$ cat src/source/rvvi_bridge_pkg.sv
// Shared types and constants for the RVVI trace bridge
// Retirement, CSR and data-bus trace structs
// Privilege, CSR index and halt FSM enums
// CSR address table, NMI causes and interrupt mask

package rvvi_bridge_pkg;

   ////////////////////////////////////////
   // Widths and counts
   ////////////////////////////////////////

   localparam int XLEN    = 32;
   localparam int NUM_CSR = 8;

   // Privilege mode as seen on the trace
   typedef enum logic [1:0] {
      priv_user    = 2'b00,
      priv_machine = 2'b11
   } priv_mode_e;

   ////////////////////////////////////////
   // Trace records
   ////////////////////////////////////////

   // Raw retirement trace from the core
   typedef struct packed {
      logic             valid;
      logic [31:0]      order;
      logic [31:0]      insn;
      logic             trap;
      logic             intr;
      priv_mode_e       mode;
      logic [XLEN-1:0]  pc_rdata;
      logic [XLEN-1:0]  pc_wdata;
      logic [4:0]       rd_addr;
      logic [XLEN-1:0]  rd_wdata;
   } retire_trace_t;

   // Registered record, one-hot GPR write-back mask appended
   typedef struct packed {
      logic             valid;
      logic [31:0]      order;
      logic [31:0]      insn;
      logic             trap;
      logic             intr;
      priv_mode_e       mode;
      logic [XLEN-1:0]  pc_rdata;
      logic [XLEN-1:0]  pc_wdata;
      logic [4:0]       rd_addr;
      logic [XLEN-1:0]  rd_wdata;
      logic [31:0]      x_wb;
   } retire_rec_t;

   // One CSR access, read and write halves with their masks
   typedef struct packed {
      logic             valid;
      logic [11:0]      addr;
      logic [XLEN-1:0]  rdata;
      logic [XLEN-1:0]  rmask;
      logic [XLEN-1:0]  wdata;
      logic [XLEN-1:0]  wmask;
   } csr_trace_t;

   // Data bus strobes
   typedef struct packed {
      logic req;
      logic we;
      logic rvalid;
      logic err;
   } mem_trace_t;

   ////////////////////////////////////////
   // CSR set
   ////////////////////////////////////////

   typedef enum logic [2:0] {
      csr_mstatus  = 3'd0,
      csr_mie      = 3'd1,
      csr_mtvec    = 3'd2,
      csr_mscratch = 3'd3,
      csr_mepc     = 3'd4,
      csr_mcause   = 3'd5,
      csr_mtval    = 3'd6,
      csr_mip      = 3'd7
   } csr_idx_e;

   // Indexed by csr_idx_e value
   localparam logic [11:0] CSR_ADDR [0:NUM_CSR-1] = '{
      12'h300, 12'h304, 12'h305, 12'h340,
      12'h341, 12'h342, 12'h343, 12'h344
   };

   // NMI causes for load and store bus errors
   localparam logic [31:0] NMI_CAUSE_LOAD  = 32'd1024;
   localparam logic [31:0] NMI_CAUSE_STORE = 32'd1025;

   // MSI, MTI, MEI and the 16 local interrupts
   localparam logic [31:0] IRQ_MASK = 32'hFFFF_0888;

   // Debug halt request hold FSM
   typedef enum logic [1:0] {
      halt_idle     = 2'd0,
      halt_held     = 2'd1,
      halt_hold_off = 2'd2
   } halt_state_e;

endpackage

$ cat src/source/bridge_ctrl.sv
// Retirement record register with one-hot GPR write-back mask
// Shared retire strobe
// Debug halt request hold FSM

`timescale 1ns/1ps

module bridge_ctrl #(
   parameter int HALT_HOLD = 5
) (
   input  logic                           rvvi,
   input  logic                           rst_n_i,
   input  rvvi_bridge_pkg::retire_trace_t retire_i,
   input  logic                           debug_req_i,
   output rvvi_bridge_pkg::retire_rec_t   retire_rec_o,
   output logic                           retire_o,
   output logic                           haltreq_o
);

   // Counter wide enough for HALT_HOLD itself
   localparam int CNT_W = $clog2(HALT_HOLD + 1);

   rvvi_bridge_pkg::retire_rec_t rec_d;
   rvvi_bridge_pkg::retire_rec_t rec_q;

   rvvi_bridge_pkg::halt_state_e state_d;
   rvvi_bridge_pkg::halt_state_e state_q;
   logic [CNT_W-1:0]             cnt_d;
   logic [CNT_W-1:0]             cnt_q;

   ////////////////////////////////////////
   // Retirement record
   ////////////////////////////////////////

   always_comb begin
      rec_d.valid    = retire_i.valid;
      rec_d.order    = retire_i.order;
      rec_d.insn     = retire_i.insn;
      rec_d.trap     = retire_i.trap;
      rec_d.intr     = retire_i.intr;
      rec_d.mode     = retire_i.mode;
      rec_d.pc_rdata = retire_i.pc_rdata;
      rec_d.pc_wdata = retire_i.pc_wdata;
      rec_d.rd_addr  = retire_i.rd_addr;
      rec_d.rd_wdata = retire_i.rd_wdata;
      // x0 is never written back
      rec_d.x_wb     = (retire_i.rd_addr == 5'd0) ? 32'd0 : (32'd1 << retire_i.rd_addr);
   end

   // Only the valid bit is cleared, the rest is payload
   always_ff @(posedge rvvi) begin
      rec_q <= rec_d;
      if (!rst_n_i) begin
         rec_q.valid <= 1'b0;
      end
   end

   assign retire_rec_o = rec_q;
   // One-cycle strobe per retired instruction
   assign retire_o     = rec_q.valid;

   ////////////////////////////////////////
   // Halt hold FSM
   ////////////////////////////////////////

   always_comb begin
      state_d = state_q;
      cnt_d   = cnt_q;
      if (debug_req_i) begin
         // New or repeated request restarts the hold
         state_d = rvvi_bridge_pkg::halt_held;
      end else begin
         case (state_q)
            rvvi_bridge_pkg::halt_held: begin
               if (HALT_HOLD == 0) begin
                  state_d = rvvi_bridge_pkg::halt_idle;
               end else begin
                  state_d = rvvi_bridge_pkg::halt_hold_off;
                  // First hold cycle starts now
                  cnt_d   = CNT_W'(HALT_HOLD - 1);
               end
            end
            rvvi_bridge_pkg::halt_hold_off: begin
               if (cnt_q == '0) begin
                  state_d = rvvi_bridge_pkg::halt_idle;
               end else begin
                  cnt_d = cnt_q - 1'b1;
               end
            end
            default: begin
               state_d = rvvi_bridge_pkg::halt_idle;
            end
         endcase
      end
   end

   always_ff @(posedge rvvi) begin
      if (!rst_n_i) begin
         state_q <= rvvi_bridge_pkg::halt_idle;
         cnt_q   <= '0;
      end else begin
         state_q <= state_d;
         cnt_q   <= cnt_d;
      end
   end

   // High in held and through the whole hold-off window
   assign haltreq_o = (state_q != rvvi_bridge_pkg::halt_idle);

endmodule

$ cat src/source/csr_shadow.sv
// Shadow copies of the eight machine CSRs
// Address decode against the CSR table
// Read then write merge under masks, write-back flags

`timescale 1ns/1ps

module csr_shadow (
   input  logic                                rvvi,
   input  logic                                rst_n_i,
   input  rvvi_bridge_pkg::csr_trace_t         csr_i,
   input  logic                                retire_i,
   output logic [rvvi_bridge_pkg::NUM_CSR-1:0]
                [rvvi_bridge_pkg::XLEN-1:0]    csr_val_o,
   output logic [rvvi_bridge_pkg::NUM_CSR-1:0] csr_wb_o
);

   logic [rvvi_bridge_pkg::NUM_CSR-1:0][rvvi_bridge_pkg::XLEN-1:0] shadow_q;
   logic [rvvi_bridge_pkg::NUM_CSR-1:0]                            wb_q;

   logic                              hit;
   rvvi_bridge_pkg::csr_idx_e         sel;
   logic [rvvi_bridge_pkg::XLEN-1:0]  rd_merged;
   logic [rvvi_bridge_pkg::XLEN-1:0]  new_val;

   // Replace the masked bits of old_val with data
   function automatic logic [rvvi_bridge_pkg::XLEN-1:0] merge_masked(
      input logic [rvvi_bridge_pkg::XLEN-1:0] old_val,
      input logic [rvvi_bridge_pkg::XLEN-1:0] data,
      input logic [rvvi_bridge_pkg::XLEN-1:0] mask
   );
      return (old_val & ~mask) | (data & mask);
   endfunction

   ////////////////////////////////////////
   // Address decode
   ////////////////////////////////////////

   always_comb begin
      hit = 1'b0;
      sel = rvvi_bridge_pkg::csr_mstatus;
      for (int i = 0; i < rvvi_bridge_pkg::NUM_CSR; i++) begin
         if (csr_i.addr == rvvi_bridge_pkg::CSR_ADDR[i]) begin
            // Unknown addresses never raise hit
            hit = csr_i.valid;
            sel = rvvi_bridge_pkg::csr_idx_e'(i);
         end
      end
   end

   // Read data first, write data on top
   assign rd_merged = merge_masked(shadow_q[sel], csr_i.rdata, csr_i.rmask);
   assign new_val   = merge_masked(rd_merged, csr_i.wdata, csr_i.wmask);

   ////////////////////////////////////////
   // Shadow registers and flags
   ////////////////////////////////////////

   always_ff @(posedge rvvi) begin
      if (!rst_n_i) begin
         shadow_q <= '0;
      end else if (hit) begin
         shadow_q[sel] <= new_val;
      end
   end

   always_ff @(posedge rvvi) begin
      if (!rst_n_i) begin
         wb_q <= '0;
      end else begin
         for (int i = 0; i < rvvi_bridge_pkg::NUM_CSR; i++) begin
            // Access beats the retire clear
            if (hit && (sel == rvvi_bridge_pkg::csr_idx_e'(i))) begin
               wb_q[i] <= 1'b1;
            end else if (retire_i) begin
               wb_q[i] <= 1'b0;
            end
         end
      end
   end

   assign csr_val_o = shadow_q;
   assign csr_wb_o  = wb_q;

endmodule

$ cat src/source/ldst_cause_fifo.sv
// Queue of load/store direction per outstanding data request
// Cause register from the popped entry
// Registered NMI level on bus error

`timescale 1ns/1ps

module ldst_cause_fifo #(
   parameter int LDST_DEPTH = 4
) (
   input  logic                        rvvi,
   input  logic                        rst_n_i,
   input  rvvi_bridge_pkg::mem_trace_t mem_i,
   input  logic                        retire_i,
   output logic                        nmi_o,
   output logic [31:0]                 nmi_cause_o
);

   localparam int PTR_W = (LDST_DEPTH > 1) ? $clog2(LDST_DEPTH) : 1;
   localparam int CNT_W = $clog2(LDST_DEPTH + 1);

   // Direction bits, 1 for store
   logic [LDST_DEPTH-1:0] dir_q;
   logic [PTR_W-1:0]      wr_ptr_q;
   logic [PTR_W-1:0]      rd_ptr_q;
   logic [CNT_W-1:0]      count_q;

   logic                  push;
   logic                  pop;
   logic [31:0]           cause_q;
   logic                  nmi_q;

   // Full queue drops the push, empty queue ignores the pop
   assign push = mem_i.req && (count_q != CNT_W'(LDST_DEPTH));
   assign pop  = retire_i && (count_q != '0);

   ////////////////////////////////////////
   // Queue storage and pointers
   ////////////////////////////////////////

   always_ff @(posedge rvvi) begin
      if (push) begin
         dir_q[wr_ptr_q] <= mem_i.we;
      end
   end

   always_ff @(posedge rvvi) begin
      if (!rst_n_i) begin
         wr_ptr_q <= '0;
         rd_ptr_q <= '0;
         count_q  <= '0;
      end else begin
         if (push) begin
            wr_ptr_q <= (wr_ptr_q == PTR_W'(LDST_DEPTH - 1)) ? '0 : wr_ptr_q + 1'b1;
         end
         if (pop) begin
            rd_ptr_q <= (rd_ptr_q == PTR_W'(LDST_DEPTH - 1)) ? '0 : rd_ptr_q + 1'b1;
         end
         // Net occupancy change
         case ({push, pop})
            2'b10:   count_q <= count_q + 1'b1;
            2'b01:   count_q <= count_q - 1'b1;
            default: count_q <= count_q;
         endcase
      end
   end

   ////////////////////////////////////////
   // Cause and NMI level
   ////////////////////////////////////////

   always_ff @(posedge rvvi) begin
      if (!rst_n_i) begin
         cause_q <= rvvi_bridge_pkg::NMI_CAUSE_LOAD;
         nmi_q   <= 1'b0;
      end else begin
         if (pop) begin
            cause_q <= dir_q[rd_ptr_q] ? rvvi_bridge_pkg::NMI_CAUSE_STORE
                                       : rvvi_bridge_pkg::NMI_CAUSE_LOAD;
         end
         // Error response on the data bus
         nmi_q <= mem_i.err && mem_i.rvalid;
      end
   end

   assign nmi_o       = nmi_q;
   assign nmi_cause_o = cause_q;

endmodule

$ cat src/source/irq_change_det.sv
// Interrupt vector filter and register
// One-cycle pulse when the filtered vector changes

`timescale 1ns/1ps

module irq_change_det (
   input  logic        rvvi,
   input  logic        rst_n_i,
   input  logic [31:0] irq_i,
   output logic [31:0] irq_o,
   output logic        irq_chg_o
);

   logic [31:0] irq_masked;
   logic [31:0] irq_q;
   logic        chg_q;

   // Bits outside the mask never reach the reference
   assign irq_masked = irq_i & rvvi_bridge_pkg::IRQ_MASK;

   always_ff @(posedge rvvi) begin
      if (!rst_n_i) begin
         irq_q <= '0;
         chg_q <= 1'b0;
      end else begin
         irq_q <= irq_masked;
         // Compare against the value currently shown
         chg_q <= (irq_masked != irq_q);
      end
   end

   assign irq_o     = irq_q;
   assign irq_chg_o = chg_q;

endmodule

$ cat src/source/rvvi_bridge_top.sv
// Top level of the RVVI trace bridge
// Control block plus CSR shadow, NMI cause queue and IRQ filter

`timescale 1ns/1ps

module rvvi_bridge_top #(
   parameter int HALT_HOLD  = 5,
   parameter int LDST_DEPTH = 4
) (
   input  logic                                rvvi,
   input  logic                                rst_n_i,
   // Core side trace
   input  rvvi_bridge_pkg::retire_trace_t      retire_i,
   input  rvvi_bridge_pkg::csr_trace_t         csr_i,
   input  rvvi_bridge_pkg::mem_trace_t         mem_i,
   input  logic                                debug_req_i,
   input  logic [31:0]                         irq_i,
   // Reference side view
   output rvvi_bridge_pkg::retire_rec_t        retire_rec_o,
   output logic [rvvi_bridge_pkg::NUM_CSR-1:0]
                [rvvi_bridge_pkg::XLEN-1:0]    csr_val_o,
   output logic [rvvi_bridge_pkg::NUM_CSR-1:0] csr_wb_o,
   output logic                                haltreq_o,
   output logic                                nmi_o,
   output logic [31:0]                         nmi_cause_o,
   output logic [31:0]                         irq_o,
   output logic                                irq_chg_o
);

   // Registered trace valid, shared by the shadow and the queue
   logic retire_strobe;

   ////////////////////////////////////////
   // Retirement record and halt request
   ////////////////////////////////////////

   bridge_ctrl #(
      .HALT_HOLD (HALT_HOLD)
   ) bridge_ctrl_inst (
      .rvvi         (rvvi),
      .rst_n_i      (rst_n_i),
      .retire_i     (retire_i),
      .debug_req_i  (debug_req_i),
      .retire_rec_o (retire_rec_o),
      .retire_o     (retire_strobe),
      .haltreq_o    (haltreq_o)
   );

   ////////////////////////////////////////
   // Datapath blocks
   ////////////////////////////////////////

   csr_shadow csr_shadow_inst (
      .rvvi      (rvvi),
      .rst_n_i   (rst_n_i),
      .csr_i     (csr_i),
      .retire_i  (retire_strobe),
      .csr_val_o (csr_val_o),
      .csr_wb_o  (csr_wb_o)
   );

   // Load/store direction per request, popped on retirement
   ldst_cause_fifo #(
      .LDST_DEPTH (LDST_DEPTH)
   ) ldst_cause_fifo_inst (
      .rvvi        (rvvi),
      .rst_n_i     (rst_n_i),
      .mem_i       (mem_i),
      .retire_i    (retire_strobe),
      .nmi_o       (nmi_o),
      .nmi_cause_o (nmi_cause_o)
   );

   irq_change_det irq_change_det_inst (
      .rvvi      (rvvi),
      .rst_n_i   (rst_n_i),
      .irq_i     (irq_i),
      .irq_o     (irq_o),
      .irq_chg_o (irq_chg_o)
   );

endmodule

$ cat config.mk
export PLATFORM = sky130hd
export DESIGN_NAME = rvvi_bridge_top
export DESIGN_NICKNAME = d
export VERILOG_FILES = /design/src/source/rvvi_bridge_pkg.sv /design/src/source/bridge_ctrl.sv /design/src/source/csr_shadow.sv /design/src/source/ldst_cause_fifo.sv /design/src/source/irq_change_det.sv /design/src/source/rvvi_bridge_top.sv
export SDC_FILE = /design/constraint.sdc
export NUM_CORES = 1
export LEC_CHECK = 0
export BUFFER_PORTS_ARGS = -buffer_cell sky130_fd_sc_hd__clkbuf_2
export CELL_PAD_IN_SITES_DETAIL_PLACEMENT = 0
export CELL_PAD_IN_SITES_GLOBAL_PLACEMENT = 1
export CORE_AREA = 2 2 342 344
export CTS_BUF_LIST = sky130_fd_sc_hd__clkbuf_16
export CTS_CLUSTER_SIZE = 40
export DETAILED_ROUTE_END_ITERATION = 8
export DIE_AREA = 0 0 344 346
export GPL_TIMING_DRIVEN = 0
export PLACE_DENSITY = 0.48
export SYNTH_ARGS = -nofsm -noshare
export SYNTH_HDL_FRONTEND = slang
export SYNTH_SLANG_ARGS = --single-unit
$ cat constraint.sdc
create_clock -name rvvi -period 2.36 [get_ports rvvi]
set_input_delay 0.236 -clock rvvi [delete_from_list [all_inputs] [get_ports rvvi]]
set_output_delay 0.236 -clock rvvi [all_outputs]
set_load 0.005 [all_outputs]
Word-level counts from Yosys, hierarchy flattened
Index checks and enable logic that the tools add are counted.

storage, ports and cells
  bits in registers = 548

operators by class
  shift operators = 1
  multiplexer cells = 43
  bitwise logic cells = 10
  add/subtract/negate cells = 5
  reductions and logical operators = 30
  equal/unequal tests = 26
  magnitude comparators = 5

operators by type and width
  operator                                                    count
  bitwise mux 256 bit                                         1
  bitwise AND 32 bit                                          4
  binary-select mux 32 bit (select 3 bit)                     1
  demux 32 bit (select 3 bit)                                 1
  equality test 12 x 10 -> 1 bit, second input constant       8
  two-way mux 32 bit                                          2
  inverter 32 bit                                             2
  bitwise OR 32 bit                                           2
  inequality test 32 bit                                      1
  left shift 1 x 5 -> 32 bit, first input constant            1
  two-way mux 1 bit                                           22
  nonzero test 2 bit                                          11
  two-way mux 3 bit                                           5
  logical AND 1 bit                                           13
  equality test 3 bit, second input constant                  4
  case mux 3 bit (2 select lines)                             2
  two-way mux 2 bit                                           5
  equality test 2 bit, second input constant                  4
  equality test 3 x 2 -> 1 bit, second input constant         2
  logical NOT 3 bit                                           2
  less-than comparator 2 x 3 -> 1 bit, second input constant  2
  subtractor 3 x 1 -> 3 bit, second input constant            2
  logical NOT 5 bit                                           1
  adder 2 x 1 -> 2 bit, second input constant                 2
  other kinds (18)                                            20

Logic depth before layout (Yosys ltp)
  depth in word-level cells = 15
  mapped depth = 10

Modules after synthesis
A second synthesis with hierarchy kept.

second synthesis, totals
  cells, all modules = 1955
  area total of the unflattened synthesis = 18690.4 um^2

by module, submodules not included
  module           times used  seq. area each (um^2)  area each (um^2)  cells an instance
  csr_shadow       1           5285.1                 12371.9           1493
  bridge_ctrl      1           4144.0                 4600.7            288
  ldst_cause_fifo  1           300.3                  880.8             94
  irq_change_det   1           400.4                  837.1             80

Least setup slack after synthesis
No wires, ideal clock.

  path type = input-to-reg
  start = input csr_i[128] (netlist bit)
  end = register csr_shadow_inst.shadow_q, in the netlist csr_shadow_inst.csr_val_o[174]
  data required time = 2214 ps
  setup slack = 274 ps
  setup time = 146 ps
  stages = 7
  arrival time = 1939 ps
  cells stage by stage = buf_2 > or3b_1 > buf_2 > a211o_1 > nor3_4 > buf_2 > a31oi_1

on the way
  cells in the longest elaborated chain, start to end = 15

RTL lines
  element                                   RTL line               text
  from (decl)                               rvvi_bridge_top.sv:14  input rvvi_bridge_pkg::csr_trace_t csr_i,
  equality test 12 x 10 -> 1 bit            csr_shadow.sv:42       if (csr_i.addr == rvvi_bridge_pkg::CSR_ADDR[i]) begin
  two-way mux 1 bit                         csr_shadow.sv:42
  two-way mux 2 bit (2 in series)           csr_shadow.sv:42
  two-way mux 3 bit (4 in series)           csr_shadow.sv:42
  binary-select mux 32 bit (select 3 bit)   csr_shadow.sv:51       assign rd_merged = merge_masked(shadow_q[sel], csr_i.rdata, csr_i.rmask);
  two-way mux 32 bit (not written as such)  csr_shadow.sv:51
  bitwise AND 32 bit                        csr_shadow.sv:31       return (old_val & ~mask) | (data & mask);
  bitwise OR 32 bit                         csr_shadow.sv:31
  bitwise AND 32 bit                        csr_shadow.sv:31
  bitwise OR 32 bit                         csr_shadow.sv:31
  bitwise mux 256 bit                       csr_shadow.sv:62       shadow_q[sel] <= new_val;
  to (signal, indexed assignment)           csr_shadow.sv:62
  to (decl)                                 csr_shadow.sv:17       logic [rvvi_bridge_pkg::NUM_CSR-1:0][rvvi_bridge_pkg::XLEN-1:0] shadow_q;

Several ways; a longest one is shown, not always the timed one. The select of a mux whose other input is x is not followed.
A chain may end at the register's enable or synchronous reset.

Worst setup path after layout
  start = input csr_i[128] (netlist bit)
  end = register csr_shadow_inst.shadow_q, in the netlist csr_shadow_inst.csr_val_o[245]

Same word-level chain as after synthesis.

==> flow_summary.ini <==
[power_and_ir_drop]
power_per_cell_area_nw_per_um2 = 717
power.ir.vdd_worst_mv = 0.519
power.leakage_uw = 0.0138

[timing]
headroom_to_the_max_slew_limit_pct = 11.3
timing_hold_violations_final = 0
setup_slack_ns = -0.0251
max_clock_freq_mhz = 419
worst_pin_slew_ns = 1.33
fin_skew_ns = 0.0339
layout_worst_path_cycle_share_pct = 101
timing_max_transition_violations_final = 0
grt_setup_unrepaired = true
fin_crit_ns = 2.39
setup_viol = 1

[outcome]
violations = negative setup slack
run_status = complete, but fails checks

[die]
io-pin-count = 883
die_height_um = 346
design.die.area_um2 = 119000
placeableCoreArea_um2 = 115000
floorplan.initialDensity_pct = 16.7
die_x_um = 344
fp-row-count = 125

[setup_path]
critical_path.endpoint_type = flop
worstPathRequired_ns = 2.85
arrival_ns = 2.88
crit_path_max_fanout = 10
setup.worst_path.start_class = input port
worst-setup-path-type = input port to flop

[placed_design]
detailed_place_hpwl_um = 106000
io_buffer_count = 824
gpl.final_weighted_congestion = 0.813
place_ws_ns = -1.48
dpl.cell_count = 4420

[clocking]
clock_tree_buf_depth = 3
clock-root-buffer = sky130_fd_sc_hd__clkbuf_16
numCtsBuffers = 69
total_number_of_h_tree_levels = 3
cts.sinks = 504
tritoncts = yes
clk-insertion-delay-late_ns = 0.65
clkTransAtPathRegs_ns = 0.06

[logic_synthesis]
synth.top_cells.by_area = sky130_fd_sc_hd__dfxtp_1, sky130_fd_sc_hd__a31oi_1, sky130_fd_sc_hd__a21oi_1
synth_top_cell_by_area = sky130_fd_sc_hd__dfxtp_1
syn_inst = 2029
post_synthesis_sequential_area_ratio_pct = 52.6
synthDistinctLibCells = 69
synth_common_cells = sky130_fd_sc_hd__dfxtp_1, sky130_fd_sc_hd__a21oi_1, sky130_fd_sc_hd__a31oi_1
synth.most_common_cell = sky130_fd_sc_hd__dfxtp_1
syn-cell-area_um2 = 19300
synth_edf_count = 4
synth_async_sr_flop_share_pct = 0
netlist.area_leader.share_pct = 52.0
postSynthAreaPerCell_um2 = 9.49
yosysWarnings = 0
dominantRegCellSynth = sky130_fd_sc_hd__dfxtp_1
ys_ff_latch = 504

[flow_run]
cap_violations = 0

[grt]
grt_max_degree = 13
globalRouteTotalUtil_pct = 22.5
grt_antenna_before_repair = 23
grt_overflow = 0
grt_first_pass_wirelength_um = 183000
via_count_of_the_first_global_routing_pass = 20866

[min_path]
hold_path.class = input port to flop

[layout]
layout.nets = 3567
flow.area_growth_from_synthesis_pct = 57.6
finalNonFillerCells = 4790
final_layout_size_suffix_gt1_share_pct = 35.5

[routing]
detail-route-antenna-nets = 0
drt_pass1_iterations = 7
remaining_drc_errors = 0
vias = 21330
detailedRoute.firstIterationViolations = 1371
drt-vias-per-instance = 4.45
detail_route.wirelength_um = 139000
drt-wirelength-per-cell_um = 29.0
## worst max-delay path, cell delays in order
cell	delay, ns
sky130_fd_sc_hd__buf_2	0.14
sky130_fd_sc_hd__or3b_1	0.36
sky130_fd_sc_hd__buf_2	0.20
sky130_fd_sc_hd__clkbuf_1	0.56
sky130_fd_sc_hd__o21ai_0	0.43
sky130_fd_sc_hd__a31oi_1	0.13
sky130_fd_sc_hd__a311o_1	0.38
sky130_fd_sc_hd__o21ai_2	0.22
sky130_fd_sc_hd__o22ai_1	0.16
## timing repair
action                     CTS  global route
resized for setup           68            24
pin swaps                    7             2
setup buffers               17             4
hold endpoints to repair   237             0
setup endpoints to repair  269           132
cloned                       0             0
hold buffers               218             0
## metal layers
metal | track usage, % | vias to the layer above | part of all wire [%]
li1 | - | 9783 | -
met1 | 26.2 | 10467 | 40
met2 | 39.5 | 889 | 50
met3 | 6.48 | 175 | 7.7
met4 | 6.59 | 16 | 3.0
met5 | 0 | - | 0.083
## area by class of cell
class | instances | area [um2]
flip-flops and latches | 504 | 10100
repair buffers | 1063 | 6530
clock inverters | 53 | 563
well taps | 1524 | 1910
multi-input cells | 1272 | 8030
inverters | 110 | 413
fillers | 12714 | 85100
clock buffers | 69 | 1730
diodes | 10 | 25.0
plain buffers | 185 | 1040
## state kept, by name, indices dropped and copies added (netlist names), 2 cells and up
| name | flops |
|---|---|
| bridge_ctrl_inst.state_q | 2 |
| irq_change_det_inst.irq_o | 19 |
| bridge_ctrl_inst.cnt_q | 3 |
| ldst_cause_fifo_inst.wr_ptr_q | 2 |
| bridge_ctrl_inst.retire_rec_o | 201 |
| ldst_cause_fifo_inst.count_q | 3 |
| ldst_cause_fifo_inst.rd_ptr_q | 2 |
| csr_shadow_inst.csr_wb_o | 8 |
| ldst_cause_fifo_inst.dir_q | 4 |
| csr_shadow_inst.csr_val_o | 256 |
## worst paths after layout
kind / start / end / slack [ns] / depth (start not counted)
worst max-delay path: csr_i[128] / csr_shadow_inst.csr_val_o[245] / -0.03 / 9
worst min-delay path: csr_i[19] / csr_shadow_inst.csr_val_o[243] / 0.04 / 4
worst max register to register: ldst_cause_fifo_inst.count_q[1] / ldst_cause_fifo_inst.count_q[2] / 0.09 / 10
worst min register to register: csr_shadow_inst.csr_wb_o[3] / csr_shadow_inst.csr_wb_o[3] / 0.47 / 2
## cells by family after synthesis
group	after synthesis	share of synthesized area [%]
adder cells (fa/ha/maj)	12	0.818
other	2	0.0390
buffers and inverters	296	7.04
multiplexers	72	3.81
flip-flops	504	52.6
XOR/XNOR	21	0.955
AND/OR/NAND/NOR	327	9.07
AO/OA/AOI/OAI	795	25.7
## cells in the final DEF (no fill, tap or decap), types with 6 or more instances in the layout
cell type	Yosys	routed
sky130_fd_sc_hd__a211o_1	17	17
sky130_fd_sc_hd__a211oi_1	7	6
sky130_fd_sc_hd__a21oi_1	300	299
sky130_fd_sc_hd__a22oi_1	16	16
sky130_fd_sc_hd__a311o_1	28	28
sky130_fd_sc_hd__a31oi_1	249	249
sky130_fd_sc_hd__and2_1	38	36
sky130_fd_sc_hd__and3_1	38	38
sky130_fd_sc_hd__buf_2	36	34
sky130_fd_sc_hd__buf_4	47	65
sky130_fd_sc_hd__bufinv_16	0	9
sky130_fd_sc_hd__clkbuf_1	93	33
sky130_fd_sc_hd__clkbuf_16	0	69
sky130_fd_sc_hd__clkbuf_2	1	880
sky130_fd_sc_hd__clkinv_1	1	8
sky130_fd_sc_hd__clkinv_2	0	12
sky130_fd_sc_hd__conb_1	2	45
sky130_fd_sc_hd__dfxtp_1	500	500
sky130_fd_sc_hd__diode_2	0	10
sky130_fd_sc_hd__dlygate4sd3_1	0	218
sky130_fd_sc_hd__ha_1	11	10
sky130_fd_sc_hd__inv_1	109	120
sky130_fd_sc_hd__mux2i_1	71	71
sky130_fd_sc_hd__nand2_1	12	12
sky130_fd_sc_hd__nand2b_1	10	10
sky130_fd_sc_hd__nand3_1	36	35
sky130_fd_sc_hd__nor2_1	119	119
sky130_fd_sc_hd__nor3_1	35	35
sky130_fd_sc_hd__nor3_4	3	6
sky130_fd_sc_hd__o211ai_1	30	30
sky130_fd_sc_hd__o21ai_0	47	47
sky130_fd_sc_hd__o21ai_2	28	28
sky130_fd_sc_hd__o22ai_1	36	36
sky130_fd_sc_hd__o32ai_1	16	16
sky130_fd_sc_hd__xnor2_1	19	19
## stage by stage
| stage | setup TNS (ns) | util, % | power (uW) | hold WS [ns] | area [um2] |
|---|---|---|---|---|---|
| 2_1_floorplan | 0 | - | 9720 | 0.264 | 19400 |
| 3_3_place_gp | -360.55 | 22.1 | 10800 | 0.338 | 25500 |
| 3_5_place_dp | -352.28 | 22.1 | 10800 | 0.340 | 25500 |
| 4_1_cts | 0 | 26.2 | 22000 | 0.000322 | 30300 |
| 5_1_grt | -0.0432 | 26.3 | 22500 | 0.0434 | 30300 |
| 6_report | -0.0251 | 26.3 | 21800 | 0.0425 | 30400 |
## power by group
group          internal, uW  leakage (uW)  switching [uW]
Combinational           892       0.00846            1230
Clock                  6370       0.00116            4440
Sequential             8730       0.00414            96.3
(Power assumes the default switching activity.)
